===== src/common/gpu_pkg.sv =====
package gpu_pkg;

    // Bus geometry of the register slave
    localparam int ADDR_W = 12;
    localparam int DATA_W = 32;

    localparam int MAX_BLOCKS = 256;

    typedef logic [7:0]        block_id_t;
    typedef logic [7:0]        thread_cnt_t;
    typedef logic [8:0]        block_cnt_t;
    typedef logic [DATA_W-1:0] word_t;

    // num_blocks is one bit wider than a block id so that 256 fits
    typedef struct packed {
        block_cnt_t  num_blocks;
        thread_cnt_t threads_per_block;
        word_t       scale;
        word_t       bias;
    } kernel_config_t;

    typedef struct packed {
        block_id_t block_id;
        word_t     value;
    } core_result_t;

    // Register map
    localparam logic [ADDR_W-1:0] REG_CTRL       = 12'h000;
    localparam logic [ADDR_W-1:0] REG_STATUS     = 12'h004;
    localparam logic [ADDR_W-1:0] REG_NUM_BLOCKS = 12'h008;
    localparam logic [ADDR_W-1:0] REG_THREADS    = 12'h00C;
    localparam logic [ADDR_W-1:0] REG_SCALE      = 12'h010;
    localparam logic [ADDR_W-1:0] REG_BIAS       = 12'h014;
    localparam logic [ADDR_W-1:0] RESULT_BASE    = 12'h400;

    localparam logic [1:0] RESP_OKAY   = 2'b00;
    localparam logic [1:0] RESP_SLVERR = 2'b10;

    typedef enum logic [1:0] {
        AXIL_IDLE,
        AXIL_WRESP,
        AXIL_RRESP
    } axil_state_e;

    typedef enum logic {
        DISP_IDLE,
        DISP_RUN
    } disp_state_e;

    typedef enum logic [1:0] {
        CORE_IDLE,
        CORE_COMPUTE,
        CORE_OFFER,
        CORE_FINISHED
    } core_state_e;

endpackage


===== src/core/block_core.sv =====
`timescale 1ns/1ns

module block_core (
    input  logic                    clk,
    input  logic                    reset,
    input  logic                    core_reset,
    input  logic                    core_start,
    input  gpu_pkg::block_id_t      block_id,
    input  gpu_pkg::kernel_config_t kernel_config,

    // Result hand-off
    output logic                    result_valid,
    output gpu_pkg::core_result_t   result,
    input  logic                    result_ready,

    output logic                    core_done
);
    import gpu_pkg::*;

    core_state_e state;
    thread_cnt_t thread_idx;
    thread_cnt_t last_thread;
    block_id_t   block_q;
    word_t       gid_base;
    word_t       acc;
    word_t       thread_value;

    // Zero threads per block runs as a single thread
    assign last_thread = (kernel_config.threads_per_block == '0) ?
                         '0 : kernel_config.threads_per_block - 1'b1;

    // Global id times scale plus bias, wrapping at 32 bits
    assign thread_value = (gid_base + word_t'(thread_idx)) * kernel_config.scale
                          + kernel_config.bias;

    assign result_valid    = (state == CORE_OFFER);
    assign result.block_id = block_q;
    assign result.value    = acc;
    assign core_done       = (state == CORE_FINISHED);

    always_ff @(posedge clk) begin
        if (reset || core_reset) begin
            state <= CORE_IDLE;
        end else begin
            case (state)
                CORE_IDLE:     if (core_start) state <= CORE_COMPUTE;
                CORE_COMPUTE:  if (thread_idx == last_thread) state <= CORE_OFFER;
                CORE_OFFER:    if (result_ready) state <= CORE_FINISHED;
                CORE_FINISHED: state <= CORE_FINISHED;
                default:       state <= CORE_IDLE;
            endcase
        end
    end

    always_ff @(posedge clk) begin
        if (state == CORE_IDLE && core_start) begin
            block_q    <= block_id;
            gid_base   <= word_t'(block_id) * (word_t'(last_thread) + 1'b1);
            thread_idx <= '0;
            acc        <= '0;
        end else if (state == CORE_COMPUTE) begin
            acc        <= acc + thread_value;
            thread_idx <= thread_idx + 1'b1;
        end
    end

endmodule


===== config.mk =====
export PLATFORM = sky130hd
export DESIGN_NAME = block_core
export DESIGN_NICKNAME = d
export VERILOG_FILES = /design/src/common/gpu_pkg.sv /design/src/core/block_core.sv
export SDC_FILE = /design/constraint.sdc
export NUM_CORES = 1
export LEC_CHECK = 0
export BUFFER_PORTS_ARGS = -buffer_cell sky130_fd_sc_hd__buf_4
export CAP_MARGIN = 20
export CORE_MARGIN = 1
export CORE_UTILIZATION = 65
export DETAILED_ROUTE_END_ITERATION = 8
export GPL_ROUTABILITY_DRIVEN = 0
export PLACE_DENSITY = 0.85
export SLEW_MARGIN = 20
export SYNTH_ARGS = -nofsm -noshare
export SYNTH_HDL_FRONTEND = slang
export SYNTH_SLANG_ARGS = --single-unit

===== constraint.sdc =====
create_clock -name clk -period 11.4 [get_ports clk]
set_clock_uncertainty 0.1 [all_clocks]
set_input_delay 1.71 -clock clk [delete_from_list [all_inputs] [get_ports clk]]
set_output_delay 1.71 -clock clk [all_outputs]
set_load 0.01 [all_outputs]

==> flow_metrics.py <==
metrics = {
    "detailed_routing": {
        "antenna_left": 0,
        "post_drt_wl_per_cell_um": 18.5,
        "vias_per_cell": 5.68,
        "vias": 15900,
        "drtPass1Iterations": 5,
        "drt_iter0_markers": 1119,
        "wirelength_um": 51600,
        "route.detailed.drc": 0,
    },
    "critical_path": {
        "crit_type": "flip-flop to flip-flop",
        "reg2reg_depth": 37,
        "rrSetupSlack_ps": 1120,
        "rr_endpoint": "acc[31]",
        "cp_data_arrival_time_ps": 10450,
        "crit_end": "acc[31]",
        "max_stage_delay_ps": 860,
        "end_kind": "flip-flop",
        "required_ps": 11570,
        "cp_num_cells": 37,
        "cp_common_cell": "fa_1",
        "worst_path_max_delay_cell": "o31ai_1",
        "crit_path_max_fanout": 11,
        "path_buf_inv": 8,
        "r2r_start": "thread_idx[0]",
        "critPathLaunch": "thread_idx[0]",
        "cpLargestDelayFamily": "adder cells",
        "cp-start-kind": "flip-flop",
    },
    "run": {
        "max_cap_violations": 0,
    },
    "cts": {
        "postCtsHoldBufs": 0,
        "clk_latency_ps": 340,
        "postCtsSetupBuffers": 0,
        "tritoncts": "yes",
        "cts_root_buf": "clkbuf_16",
        "cts_resized": 0,
        "clockBufferDepth": 2,
        "cts_buffers": 9,
        "h-tree-depth": 3,
        "cts_sinks": 67,
        "cts.clk_slew.worst_paths_ps": 60,
    },
    "synth": {
        "netlist_area_sq_mm": 0.0207,
        "synth.avg_cell_area_sq_um": 9.00,
        "synth_ff_type": "dfxtp_1",
        "synth_top_area_share_pct": 41.3,
        "yosysMostFrequentCell": "inv_1",
        "syn-num-nets": 3028,
        "yosys_register_bits": 67,
        "synth_enable_flop_cells": 25,
        "async_flop_share_pct": 0,
        "ys_warn_count": 0,
        "ys_top_cells_by_area": "fa_1 (41%), ha_1 (12%), inv_1 (10%), and2_1 (6.3%), nand2_1 (4.6%)",
        "yosys.area.top_type": "fa_1",
        "synth_cells": 2302,
        "synth_cell_types": 59,
        "yosys-top-cells-count": "inv_1 (565), fa_1 (428), nand2_1 (253)",
        "seq_area_frac_synth_pct": 7.68,
    },
    "place": {
        "dp_hpwl_um": 42700,
        "numPortBuffers": 126,
        "dpl_cell_area_sq_mm": 0.0221,
        "dp.cells": 2774,
    },
    "final_layout": {
        "drive_gt1_share_pct": 7.96,
        "diodes": 0,
        "instances_no_fill": 2790,
        "stdcell_area_sq_mm": 0.0224,
        "fin_nets": 3109,
        "syn_to_final_growth_pct": 8.11,
    },
    "outcome": {
        "status": "finished clean",
    },
    "sta": {
        "tns_ps": 0,
        "setup_violations": 0,
        "worstMarginPinSlew_ps": 1010,
        "rsz0062_at_grt": "false",
        "max_freq_mhz": 97.3,
        "post-route-period-util_pct": 90.2,
        "slew_violations": 0,
        "hold_violations": 0,
        "timing.hold.ws_ps": 369,
        "relSlewSlack_pct": 32.0,
        "period_minus_slack_ps": 10280,
    },
    "floorplanning": {
        "dieArea_sq_mm": 0.0326,
        "row_count": 65,
        "fp.dieW_um": 181,
        "die_h_um": 181,
        "initial_core_util_pct": 65.9,
        "io_pins": 136,
        "core_area_sq_mm": 0.0315,
    },
    "grt": {
        "grt_max_degree": 46,
        "grt_overflow_total": 0,
        "grt_pass1_vias": 17400,
        "grt_pass1_wl_um": 85400,
        "grt_usage_pct": 33.5,
        "antenna_found_initial": 0,
    },
    "worst_hold_path": {
        "hold_class": "flip-flop to flip-flop",
    },
}
-- kinds of logic (layout without fill, tap and decap cells) --
logic type	count (synthesis)	count (layout)	share of synthesized area, %
simple gates	681	681	17.0
fa+ha+maj	632	632	53.7
compound gates	171	171	5.19
flops	67	67	7.68
buf+inv	646	732	11.7
xor+xnor	105	105	4.71
-- cells in the final DEF, fill, tap and decap left out, drive strengths merged, types with 2 or more instances in the layout --
cell / n
and2: 210
o21bai: 3
o2111ai: 3
nand2b: 34
o22ai: 2
o21a: 8
and3: 7
clkbuf: 11
nand2: 254
inv: 568
a221o: 2
buf: 151
nor3: 13
or3: 9
a21oi: 57
clkinv: 2
nor2b: 76
a21boi: 5
a31oi: 7
edfxtp: 25
ha: 204
dfxtp: 42
o31a: 2
a21o: 19
fa: 428
xnor2: 70
nand3: 10
nor3b: 5
xor2: 32
nor4: 4
nand4: 7
o31ai: 3
o21ai: 44
a211oi: 8
xnor3: 3
nor2: 48
-- sequential cells by signal, summed over array words and instances (netlist names) --
| register | cells |
|---|---|
| block_q | 8 |
| thread_idx | 8 |
| acc | 32 |
| gid_base | 17 |
| state | 2 |
-- per-layer routing --
layer  vias up  GRT usage (%)  part of all wire (%)
met5         -              0                     0
met4         0           14.3                   4.5
met3       171           6.18                   8.8
met2       802           56.9                    48
met1      7911           42.1                    38
li1       6973              -                     -
-- per-stage QoR --
| stage | utilization (%) | setup slack [ps] |
|---|---|---|
| after global placement | 70.2 | 1670 |
| after detailed placement | 70.2 | 1400 |
| after global routing | 71.2 | 657 |
| after floorplan | - | 2610 |
| final | 71.2 | 1120 |
| after CTS | 71.2 | 1290 |
-- worst min path at each step --
stage          depth (start not counted)           from  slack (ps)            end
6_report                               2        acc[19]         370        acc[19]
2_1_floorplan                          2  thread_idx[7]         390  thread_idx[7]
3_5_place_dp                           2        acc[19]         360        acc[19]
3_3_place_gp                           2        acc[17]         360        acc[17]
4_1_cts                                2        acc[19]         370        acc[19]
5_1_grt                                2        acc[19]         390        acc[19]
-- tightest hold or removal path: cells and delay by family, from the launching register on --
kind | cells | cell delay [ps]
AOI/OAI and AO/OA | 1 | 50
DFF | 1 | 320
and+or+nand+nor | 1 | 50
-- final cells by class --
type                            instances  area [sq um]
Timing Repair Buffer                  151          1130
Tap cell                              402           503
Clock inverter                          5          41.3
Multi-Input combinational cell       1589         16800
Inverter                              565          2120
Clock buffer                           11           254
Sequential cell                        67          1590
Fill cell                            2277          9070
Power is not shown: default switching activity piles up to over one toggle a cycle in this logic, so the estimate is an artifact.
