===== config.mk =====
export PLATFORM = sky130hd
export DESIGN_NAME = kernel_regs
export DESIGN_NICKNAME = d
export VERILOG_FILES = /design/src/common/gpu_pkg.sv /design/src/kernel_regs.sv
export SDC_FILE = /design/constraint.sdc
export NUM_CORES = 1
export LEC_CHECK = 0
export BUFFER_PORTS_ARGS = -buffer_cell sky130_fd_sc_hd__buf_2
export CAP_MARGIN = 0
export CORE_ASPECT_RATIO = 0.8
export CORE_MARGIN = 1
export CORE_UTILIZATION = 45
export DETAILED_ROUTE_END_ITERATION = 10
export PLACE_DENSITY = 0.75
export SYNTH_ARGS = -nofsm -noshare
export SYNTH_HDL_FRONTEND = slang
export SYNTH_SLANG_ARGS = --single-unit

===== constraint.sdc =====
create_clock -name clk -period 7.1 [get_ports clk]
set_clock_uncertainty 0.15 [all_clocks]
set_input_delay 1.42 -clock clk [delete_from_list [all_inputs] [get_ports clk]]
set_output_delay 1.42 -clock clk [all_outputs]
set_load 0.005 [all_outputs]

===== src/common/gpu_pkg.sv =====
package gpu_pkg;

    // Bus geometry of the register slave
    localparam int ADDR_W = 12;
    localparam int DATA_W = 32;

    localparam int MAX_BLOCKS = 256;

    typedef logic [7:0]        block_id_t;
    typedef logic [7:0]        thread_cnt_t;
    typedef logic [8:0]        block_cnt_t;
    typedef logic [DATA_W-1:0] word_t;

    // num_blocks is one bit wider than a block id so that 256 fits
    typedef struct packed {
        block_cnt_t  num_blocks;
        thread_cnt_t threads_per_block;
        word_t       scale;
        word_t       bias;
    } kernel_config_t;

    typedef struct packed {
        block_id_t block_id;
        word_t     value;
    } core_result_t;

    // Register map
    localparam logic [ADDR_W-1:0] REG_CTRL       = 12'h000;
    localparam logic [ADDR_W-1:0] REG_STATUS     = 12'h004;
    localparam logic [ADDR_W-1:0] REG_NUM_BLOCKS = 12'h008;
    localparam logic [ADDR_W-1:0] REG_THREADS    = 12'h00C;
    localparam logic [ADDR_W-1:0] REG_SCALE      = 12'h010;
    localparam logic [ADDR_W-1:0] REG_BIAS       = 12'h014;
    localparam logic [ADDR_W-1:0] RESULT_BASE    = 12'h400;

    localparam logic [1:0] RESP_OKAY   = 2'b00;
    localparam logic [1:0] RESP_SLVERR = 2'b10;

    typedef enum logic [1:0] {
        AXIL_IDLE,
        AXIL_WRESP,
        AXIL_RRESP
    } axil_state_e;

    typedef enum logic {
        DISP_IDLE,
        DISP_RUN
    } disp_state_e;

    typedef enum logic [1:0] {
        CORE_IDLE,
        CORE_COMPUTE,
        CORE_OFFER,
        CORE_FINISHED
    } core_state_e;

endpackage


===== src/kernel_regs.sv =====
`timescale 1ns/1ns

module kernel_regs (
    input  logic                        clk,
    input  logic                        reset,

    // AXI4-Lite slave
    input  logic [gpu_pkg::ADDR_W-1:0]  awaddr,
    input  logic                        awvalid,
    output logic                        awready,
    input  logic [gpu_pkg::DATA_W-1:0]  wdata,
    input  logic                        wvalid,
    output logic                        wready,
    output logic [1:0]                  bresp,
    output logic                        bvalid,
    input  logic                        bready,
    input  logic [gpu_pkg::ADDR_W-1:0]  araddr,
    input  logic                        arvalid,
    output logic                        arready,
    output logic [gpu_pkg::DATA_W-1:0]  rdata,
    output logic [1:0]                  rresp,
    output logic                        rvalid,
    input  logic                        rready,

    // Kernel control
    output gpu_pkg::kernel_config_t     kernel_config,
    output logic                        start_pulse,
    input  logic                        kernel_done,

    // Result window
    output gpu_pkg::block_id_t          read_index,
    input  gpu_pkg::word_t              read_value
);
    import gpu_pkg::*;

    axil_state_e    state;
    kernel_config_t cfg;
    logic           running;
    logic           wr_fire;
    logic           rd_fire;
    logic [1:0]     wr_resp;
    logic [1:0]     rd_resp;
    word_t          rd_word;

    // Address and data are taken in the same cycle, writes win over reads
    assign awready = (state == AXIL_IDLE) && awvalid && wvalid;
    assign wready  = awready;
    assign arready = (state == AXIL_IDLE) && arvalid && !(awvalid && wvalid);
    assign wr_fire = awready;
    assign rd_fire = arready;

    assign bvalid = (state == AXIL_WRESP);
    assign rvalid = (state == AXIL_RRESP);

    assign kernel_config = cfg;
    assign read_index    = araddr[9:2];

    always_comb begin
        case (awaddr)
            REG_CTRL, REG_STATUS, REG_NUM_BLOCKS,
            REG_THREADS, REG_SCALE, REG_BIAS: wr_resp = RESP_OKAY;
            default:                          wr_resp = RESP_SLVERR;
        endcase
    end

    always_comb begin
        rd_word = '0;
        rd_resp = RESP_OKAY;
        if (araddr[11:10] == RESULT_BASE[11:10]) begin
            // Only entries of the current kernel are readable
            if ({1'b0, read_index} < cfg.num_blocks) begin
                rd_word = read_value;
            end else begin
                rd_resp = RESP_SLVERR;
            end
        end else begin
            case (araddr)
                REG_CTRL:       rd_word = '0;
                REG_STATUS:     rd_word = {30'b0, running, kernel_done};
                REG_NUM_BLOCKS: rd_word = word_t'(cfg.num_blocks);
                REG_THREADS:    rd_word = word_t'(cfg.threads_per_block);
                REG_SCALE:      rd_word = cfg.scale;
                REG_BIAS:       rd_word = cfg.bias;
                default:        rd_resp = RESP_SLVERR;
            endcase
        end
    end

    always_ff @(posedge clk) begin
        if (reset) begin
            state       <= AXIL_IDLE;
            start_pulse <= 1'b0;
            running     <= 1'b0;
            cfg         <= '0;
        end else begin
            start_pulse <= 1'b0;

            // Start wins over a done level left from the previous kernel
            if (start_pulse) begin
                running <= 1'b1;
            end else if (kernel_done) begin
                running <= 1'b0;
            end

            case (state)
                AXIL_IDLE: begin
                    if (wr_fire) begin
                        state <= AXIL_WRESP;
                        if (!running && !start_pulse) begin
                            case (awaddr)
                                REG_CTRL:       start_pulse <= wdata[0];
                                REG_NUM_BLOCKS: cfg.num_blocks <= (wdata > 32'd256) ?
                                                    9'd256 : wdata[8:0];
                                REG_THREADS:    cfg.threads_per_block <= wdata[7:0];
                                REG_SCALE:      cfg.scale <= wdata;
                                REG_BIAS:       cfg.bias <= wdata;
                                default:        ;
                            endcase
                        end
                    end else if (rd_fire) begin
                        state <= AXIL_RRESP;
                    end
                end
                AXIL_WRESP: if (bready) state <= AXIL_IDLE;
                AXIL_RRESP: if (rready) state <= AXIL_IDLE;
                default:    state <= AXIL_IDLE;
            endcase
        end
    end

    // Response payload, held stable while the response waits
    always_ff @(posedge clk) begin
        if (wr_fire) begin
            bresp <= wr_resp;
        end
        if (rd_fire) begin
            rdata <= rd_word;
            rresp <= rd_resp;
        end
    end

endmodule


==> summary.txt <==
Final setup viols: 0
Clock Sinks: 119
WL per Instance: 17.3 µm
# IOs: 227
Drt first pass iters: 5
Hold Violations, Final: 0
Wirelength, routed: 17300 µm
Primary FF master, synth: dfxtp_1
Max-cap violations: 0
Core area: 12300 µm²
Hold-fix buffers, CTS: 0
Synthesized area: 5740 µm²
RD Place Congestion: 0.930
DPL Wire Length: 11700 µm
Total number of vias: 5638
Dpl cells: 971
Relative slew slack: 0.229
GRT Residual Overflow: 0
Leak pwr: 3.13 nW
Least-Margin Pin Slew: 1160 ps
Fmax: 0.237 GHz
Post-synth top area cell: dfxtp_1
Largest net degree at the start of global routing: 94
Met1 Usage GRT: 0.372
Post-synthesis instance total: 631
Worst IR Drop VDD: 0.135 mV
Initial antenna violation count: 0
Post-DRT Antenna Nets: 0
CTS tree: yes
Die Wd: 128 µm
GR Util met2: 0.412
Clock-pin transition on the worst setup and hold timing paths: 50 ps
Most frequent cells in the layout: buf_2, dfxtp_1, a21oi_1
Power Density: 230 nW/µm²
Sequential fraction of the synthesis area: 0.474
Avg Inst Size Synth: 9.10 µm²
CTS root buf: clkbuf_16
Fraction of registers with async set/reset: 0
Via density: 5.62
CTS resizes: 0
Setup TNS Final: 0 ps
Pre-CTS WS: 2830 ps
H-tree depth: 4
Initial DRC count: 430
First-pass GRT wire length: 26700 µm
Ranking of synthesized cells by area: dfxtp_1, edfxtp_1, a21oi_1
Synth top area share: 0.296
Critical path capture point type: output port
DRC viols: 0
# diodes: 0
Total power: 1.69 mW
Synth unique cells: 49
Worst path arrival time: 2640 ps
Final Slew Violations: 0
Setup slack after layout: 2890 ps
Worst skew pair latency: 400 ps
Startpoint Class: input port
Number of global-route vias before repair: 5061
Site Rows: 36
Starting density of the core: 0.467
Most common cell after layout, fill and taps aside: buf_2
Minimum clock period: 4210 ps
Hold WS: 339 ps
Hold crit path type: flop to flop
EDFF count, synth: 34
Synth warn: 0
Critical Path Fanout Max: 35
Layout area overhead: 28.5%
Met3 GRT Util: 0.0509
Status: complete, no violations
Fin nets: 922
Die Area: 13200 µm²
RSZ-0062 raised after global routing: false
Inserted Clock Buffers: 17
CTS Buffer Depth: 2
Post-Layout Cell Count: 1003
Crit share post-route: 0.593
Die Span Y: 103 µm
Share of layout cells above drive strength 1: 0.326
# port buffers: 224
Total track usage: 0.262
Flops & latches, synth: 119
Worst endpoint required time: 5530 ps
Crit Path Category: input port to output port
Post-CTS setup buffer count: 0
GRT Max-Usage Layer: met2
## cells by family (layout without fill, tap and decap cells)
family	after synthesis	after routing	synth area share
flip-flops	119	119	0.474
AO/OA/AOI/OAI	225	225	0.219
other	1	2	0.000653
multiplexers	22	22	0.0383
buffers and inverters	100	300	0.0904
AND/OR/NAND/NOR	157	157	0.163
adder cells (fa/ha/maj)	7	7	0.0152
## report_power, final
group / internal [mW] / switching (mW)
clock network: 0.562 / 0.302
registers: 0.711 / 0.00285
logic: 0.0442 / 0.0722
total: 1.32 / 0.377
## critical path: stages
cell and delay, ps:
buf_2 110, nand2_1 60, and3_2 810, buf_2 250
## through the flow
step                area (µm²)   util
floorplan                 5750      -
global placement          6780  0.551
detailed placement        6780  0.551
CTS                       7380  0.600
global route              7380  0.600
finish                    7380  0.600
## flip-flops by register name, summed over array words and instances, names as in the netlist
signal and cells:
bresp 1, kernel_config 81, rdata 32, rresp 1, running 1, start_pulse 1, state 2
## cell type report
| type | instances | area [µm²] |
|---|---|---|
| Fill cell | 1098 | 4920 |
| Timing Repair Buffer | 232 | 1180 |
| Inverter | 36 | 135 |
| Clock buffer | 21 | 450 |
| Multi-Input combinational cell | 413 | 2530 |
| Clock inverter | 11 | 150 |
| Tap cell | 171 | 214 |
| Sequential cell | 119 | 2720 |
## worst paths after layout
path	slack, ps	startpoint	end	depth (start not counted)
setup / recovery	2890	wvalid	arready	4
setup reg to reg	4490	kernel_config[79]	rdata[18]	6
hold / removal	340	kernel_config[0]	kernel_config[0]	2
hold reg to reg	340	kernel_config[0]	kernel_config[0]	2
## routing by layer
layer | up-vias | share of wire
li1 | 2680 | -
met1 | 2681 | 0.46
met2 | 268 | 0.45
met3 | 9 | 0.079
met4 | 0 | 0.0049
met5 | - | 0
## synth_stat cells, types with 13 or more instances
cell type and number:
dfxtp_1 85, o21ai_0 42, mux2i_1 22, nand2b_1 20
nand3_1 66, a22oi_1 23, clkbuf_1 33, inv_1 36
edfxtp_1 34, buf_6 13, o21ai_1 57, a21oi_1 77
No activity file was read; power rests on OpenSTA's default activity.
