===== src/common/gpu_pkg.sv =====
package gpu_pkg;

    // Bus geometry of the register slave
    localparam int ADDR_W = 12;
    localparam int DATA_W = 32;

    localparam int MAX_BLOCKS = 256;

    typedef logic [7:0]        block_id_t;
    typedef logic [7:0]        thread_cnt_t;
    typedef logic [8:0]        block_cnt_t;
    typedef logic [DATA_W-1:0] word_t;

    // num_blocks is one bit wider than a block id so that 256 fits
    typedef struct packed {
        block_cnt_t  num_blocks;
        thread_cnt_t threads_per_block;
        word_t       scale;
        word_t       bias;
    } kernel_config_t;

    typedef struct packed {
        block_id_t block_id;
        word_t     value;
    } core_result_t;

    // Register map
    localparam logic [ADDR_W-1:0] REG_CTRL       = 12'h000;
    localparam logic [ADDR_W-1:0] REG_STATUS     = 12'h004;
    localparam logic [ADDR_W-1:0] REG_NUM_BLOCKS = 12'h008;
    localparam logic [ADDR_W-1:0] REG_THREADS    = 12'h00C;
    localparam logic [ADDR_W-1:0] REG_SCALE      = 12'h010;
    localparam logic [ADDR_W-1:0] REG_BIAS       = 12'h014;
    localparam logic [ADDR_W-1:0] RESULT_BASE    = 12'h400;

    localparam logic [1:0] RESP_OKAY   = 2'b00;
    localparam logic [1:0] RESP_SLVERR = 2'b10;

    typedef enum logic [1:0] {
        AXIL_IDLE,
        AXIL_WRESP,
        AXIL_RRESP
    } axil_state_e;

    typedef enum logic {
        DISP_IDLE,
        DISP_RUN
    } disp_state_e;

    typedef enum logic [1:0] {
        CORE_IDLE,
        CORE_COMPUTE,
        CORE_OFFER,
        CORE_FINISHED
    } core_state_e;

endpackage


===== src/dispatch/block_dispatcher.sv =====
`timescale 1ns/1ns

module block_dispatcher #(
    parameter int NUM_CORES = 4
) (
    input  logic                    clk,
    input  logic                    reset,
    input  logic                    start_pulse,
    input  gpu_pkg::kernel_config_t kernel_config,

    // Core handshake
    input  logic [NUM_CORES-1:0]    core_done,
    output logic [NUM_CORES-1:0]    core_start,
    output logic [NUM_CORES-1:0]    core_reset,
    output gpu_pkg::block_id_t      core_block_id [NUM_CORES],

    output logic                    kernel_done
);
    import gpu_pkg::*;

    disp_state_e          state;
    block_cnt_t           blocks_dispatched;
    block_cnt_t           blocks_done;
    block_cnt_t           next_dispatched;
    block_cnt_t           next_done;
    logic [NUM_CORES-1:0] launch;
    logic [NUM_CORES-1:0] finish;
    block_id_t            launch_id [NUM_CORES];

    // Several cores may pick up a block in the same cycle, in core order
    always_comb begin
        next_dispatched = blocks_dispatched;
        for (int i = 0; i < NUM_CORES; i++) begin
            launch[i]    = 1'b0;
            launch_id[i] = '0;
            if (core_reset[i] && next_dispatched < kernel_config.num_blocks) begin
                launch[i]       = 1'b1;
                launch_id[i]    = next_dispatched[7:0];
                next_dispatched = next_dispatched + 1'b1;
            end
        end
    end

    // Count every core that finishes this cycle
    always_comb begin
        finish    = core_start & core_done;
        next_done = blocks_done;
        for (int i = 0; i < NUM_CORES; i++) begin
            if (finish[i]) begin
                next_done = next_done + 1'b1;
            end
        end
    end

    always_ff @(posedge clk) begin
        if (reset) begin
            state             <= DISP_IDLE;
            kernel_done       <= 1'b0;
            blocks_dispatched <= '0;
            blocks_done       <= '0;
            core_start        <= '0;
            core_reset        <= '1;
        end else begin
            case (state)
                DISP_IDLE: begin
                    if (start_pulse) begin
                        state             <= DISP_RUN;
                        kernel_done       <= 1'b0;
                        blocks_dispatched <= '0;
                        blocks_done       <= '0;
                        core_start        <= '0;
                        core_reset        <= '1;
                    end
                end
                DISP_RUN: begin
                    if (blocks_done == kernel_config.num_blocks) begin
                        kernel_done <= 1'b1;
                        state       <= DISP_IDLE;
                    end
                    blocks_dispatched <= next_dispatched;
                    blocks_done       <= next_done;
                    // A core leaves reset and takes a block on the same edge
                    core_reset <= finish;
                    core_start <= (core_start & ~finish) | launch;
                end
                default: state <= DISP_IDLE;
            endcase
        end
    end

    always_ff @(posedge clk) begin
        for (int i = 0; i < NUM_CORES; i++) begin
            if (state == DISP_RUN && launch[i]) begin
                core_block_id[i] <= launch_id[i];
            end
        end
    end

endmodule


===== config.mk =====
export PLATFORM = sky130hd
export DESIGN_NAME = block_dispatcher
export DESIGN_NICKNAME = d
export VERILOG_FILES = /design/src/common/gpu_pkg.sv /design/src/dispatch/block_dispatcher.sv
export SDC_FILE = /design/constraint.sdc
export NUM_CORES = 1
export LEC_CHECK = 0
export BUFFER_PORTS_ARGS = -buffer_cell sky130_fd_sc_hd__buf_2
export CAP_MARGIN = 20
export CORE_UTILIZATION = 58
export CTS_CLUSTER_DIAMETER = 100
export DETAILED_ROUTE_END_ITERATION = 7
export GPL_TIMING_DRIVEN = 0
export PLACE_DENSITY = 0.87
export SLEW_MARGIN = 5
export SYNTH_ARGS = -nofsm -noshare
export SYNTH_HDL_FRONTEND = slang
export SYNTH_SLANG_ARGS = --single-unit
export TNS_END_PERCENT = 20

===== constraint.sdc =====
create_clock -name clk -period 24.6 [get_ports clk]
set_clock_uncertainty 0.2 [all_clocks]
set_input_delay 7.38 -clock clk [delete_from_list [all_inputs] [get_ports clk]]
set_output_delay 7.38 -clock clk [all_outputs]
set_load 0.01 [all_outputs]

==> flow_metrics.tcl <==
set metrics [dict create \
    status "complete, no violations" \
    peakVddDrop_mv 0.0344 \
    fin_crit_sh 0.715 \
    dr_wl_met2_mm 6.02 \
    worst_hold_path.endpoint "core_start[1]" \
    core-area_um2 7850 \
    h-tree-depth 3 \
    r2r-end "blocks_dispatched[8]" \
    drt_iter0_drc 335 \
    routedWlPerCell_um 18.4 \
    yosys.area.top_type "edfxtp_1" \
    area_growth_pct 13.0 \
    syn_avg_cell_area_um2 8.97 \
    grt_pass1_wl_mm 20.6 \
    p_comb_frac 0.319 \
    drive_gt1_frac 0.194 \
    grt_max_degree 12 \
    crit_slowest_cell "xnor2_1" \
    yosysUniqueCellTypes 77 \
    clock_path_buffers 2 \
    dr.pass1.iters 7 \
    grt_use_total 0.315 \
    clk_latency_ps 350 \
    ys_seq_area_frac 0.320 \
    io_buffers 56 \
    diodes 0 \
    cts_hold_buf 0 \
    r2r_slack_ps 14010 \
    cts_root_buffer "clkbuf_8" \
    top_layer_used "met4" \
    wl_met1_mm 5.35 \
    ys_ff_latch 60 \
    grt_pass1_vias 4261 \
    p_leak_nw 2.31 \
    dpl.cell_count 688 \
    r2r_start "blocks_dispatched[6]" \
    tightest_slew_ps 939 \
    cts.sink_count 60 \
    p_per_area_nw_per_um2 59.0 \
    switching_share 0.352 \
    synth_nets 658 \
    ant_nets 0 \
    antenna_found_initial 0 \
    worst-r2r-cell-count 36 \
    rows 32 \
    slew_viol_final 0 \
    wl_met3_mm 1.12 \
    routed_wl_mm 12.9 \
    fin_nets 725 \
    synthesis.area_um2 4760 \
    startpoint_type "input pin" \
    fmax_mhz 56.8 \
    clkPwrFrac 0.305 \
    cts-resized-gates 0 \
    dp_hpwl_mm 9.76 \
    cpMostUsedCell "ha_1" \
    start_util 0.606 \
    clkTransAtPathRegs_ps 70 \
    seq_power_share 0.377 \
    arrival_ps 17640 \
    syn_inst 530 \
    cts_made_buffers 9 \
    cts_setup_buffers 0 \
    ys_warn_count 0 \
    hold_viol 0 \
    hold-path-cell-count 2 \
    seqCellArea_um2 1520 \
    finalSetupViolations 0 \
    cts_tree "done" \
    ios 129 \
    drc_errors 0 \
    crit_path_start "kernel_config[76]" \
    fin_cells 704 \
    endpoint_kind "register" \
    tns_ps 0 \
    relSlewSlack 0.368 \
    die-area_um2 8570 \
    hold_path_class "reg -> reg" \
    p_switching_w 0.000112 \
    p_int_w 0.000205 \
    synth_top_area_frac 0.202 \
    whs_ps 346 \
    vias 4412 \
    fp.dieH_um 92.6 \
    synth_edf_count 32 \
    synth_ff_type "edfxtp_1" \
    die-width_um 92.6 \
    multi_input_area_um2 3030 \
    via_per_inst 6.27 \
    maxCapViolCount 0 \
    crit_fanout 10 \
    critPathMaxStageDelay_ps 530 \
    crit_required_ps 24640 \
    grt-ovfl-total 0 \
    path_class "in -> reg" \
    gp_congestion 0.912 \
    nFillCells 650 \
    hold_start "core_start[1]" \
    fin_crit_ps 17600 \
    synth.area.top_cells "edfxtp_1 20%, dfxtp_1 12%, ha_1 11%, xnor2_1 6.1%, xor2_1 4.1%" \
    rsz0062_at_grt "no" \
    async_reset_ff_frac 0 \
]
## synth_stat cells, types with 3 or more instances
cell / instances
nand2b_1: 5
a21oi_2: 3
mux2i_1: 4
o21ai_1: 3
o21ai_0: 19
edfxtp_1: 32
ha_1: 40
nor3b_1: 5
a21o_1: 3
clkbuf_1: 14
and3_1: 11
or3_1: 5
nand3_1: 17
and2_1: 10
nor2_2: 3
a211oi_2: 5
or2_2: 6
a211oi_1: 4
nor2b_1: 10
a31oi_1: 6
nand4_1: 10
inv_1: 35
nor3_1: 19
a21oi_1: 32
nand2_1: 31
nor4_1: 4
xor2_1: 22
xnor2_1: 33
nor2_1: 51
dfxtp_1: 28
and4_1: 3
## cell type report
class,count,area share
flip-flops and latches,60,0.283
clock buffers,11,0.0284
clock inverters,5,0.0109
plain buffers,18,0.0130
well taps,102,0.0237
repair buffers,56,0.0521
multi-input cells,415,0.563
inverters,37,0.0258
## worst max-delay path, delay by kind of cell
kind                       cells  cell delay (ps)
and+or+nand+nor                9             2740
adders and majority gates      4             1340
buffers and inverters          4              720
AOI/OAI and AO/OA             18             4360
xor gates and xnor gates       3             1080
## layout by cell type, fill, tap and decap left out, types with 3 or more instances in the layout
cell,n
a21oi_2,3
or3_1,5
and3_1,11
nor2_2,3
clkbuf_8,9
nor3b_1,5
nor4_1,4
o21ai_1,3
and4_1,3
nand2_1,31
and2_1,10
a211oi_2,5
o21ai_0,19
dfxtp_1,28
nand3_1,17
a21oi_1,32
a21o_1,3
inv_1,35
edfxtp_1,32
buf_2,58
ha_1,40
mux2i_1,4
nor2_1,51
xnor2_1,33
nor2b_1,10
xor2_1,22
nand2b_1,5
a211oi_1,4
or2_2,6
nand4_1,10
a31oi_1,6
nor3_1,19
clkbuf_1,15
## sequential cells by signal (all words and copies together), names as in the netlist
register	flops
core_block_id	32
blocks_dispatched	9
blocks_done	9
core_reset	4
core_start	4
kernel_done	1
state	1
## metal layers
layer,global-route usage,vias up
met5,0,-
li1,-,2040
met3,0.0599,41
met2,0.505,255
met4,0.158,0
met1,0.404,2076
## power groups by stage
stage                     combinational [W]  sequential (W)  clock (W)
after floorplan                   0.0000670        0.000124          0
after global placement            0.0000933        0.000121          0
after detailed placement          0.0000974        0.000121          0
after CTS                         0.0000987        0.000119  0.0000968
after global routing               0.000110        0.000120   0.000101
final                              0.000101        0.000119  0.0000966
## worst max path at each step
stage | to | slack (ps) | depth (start not counted)
floorplan | blocks_dispatched[8] | 8520 | 36
global placement | blocks_dispatched[8] | 7210 | 38
detailed placement | blocks_dispatched[8] | 6990 | 38
CTS | blocks_dispatched[8] | 7270 | 38
global route | blocks_dispatched[8] | 6470 | 38
finish | blocks_dispatched[8] | 7000 | 38
## per-stage QoR
stage | total power, W | util | setup slack, ps | cell area, µm²
detailed placement | 0.000219 | 0.658 | 6990 | 5160
CTS | 0.000315 | 0.685 | 7270 | 5380
floorplan | 0.000191 | - | 8520 | 4760
global placement | 0.000214 | 0.658 | 7210 | 5160
global route | 0.000331 | 0.685 | 6470 | 5380
finish | 0.000317 | 0.685 | 7000 | 5380
## kinds of logic after synthesis
group | count (synthesis) | share of synthesized area
compound gates | 109 | 0.173
xor+xnor | 59 | 0.117
flops | 60 | 0.320
mux | 7 | 0.0179
buf+inv | 55 | 0.0439
fa+ha+maj | 40 | 0.105
simple gates | 200 | 0.223
Power figures use the tool's default switching activity.
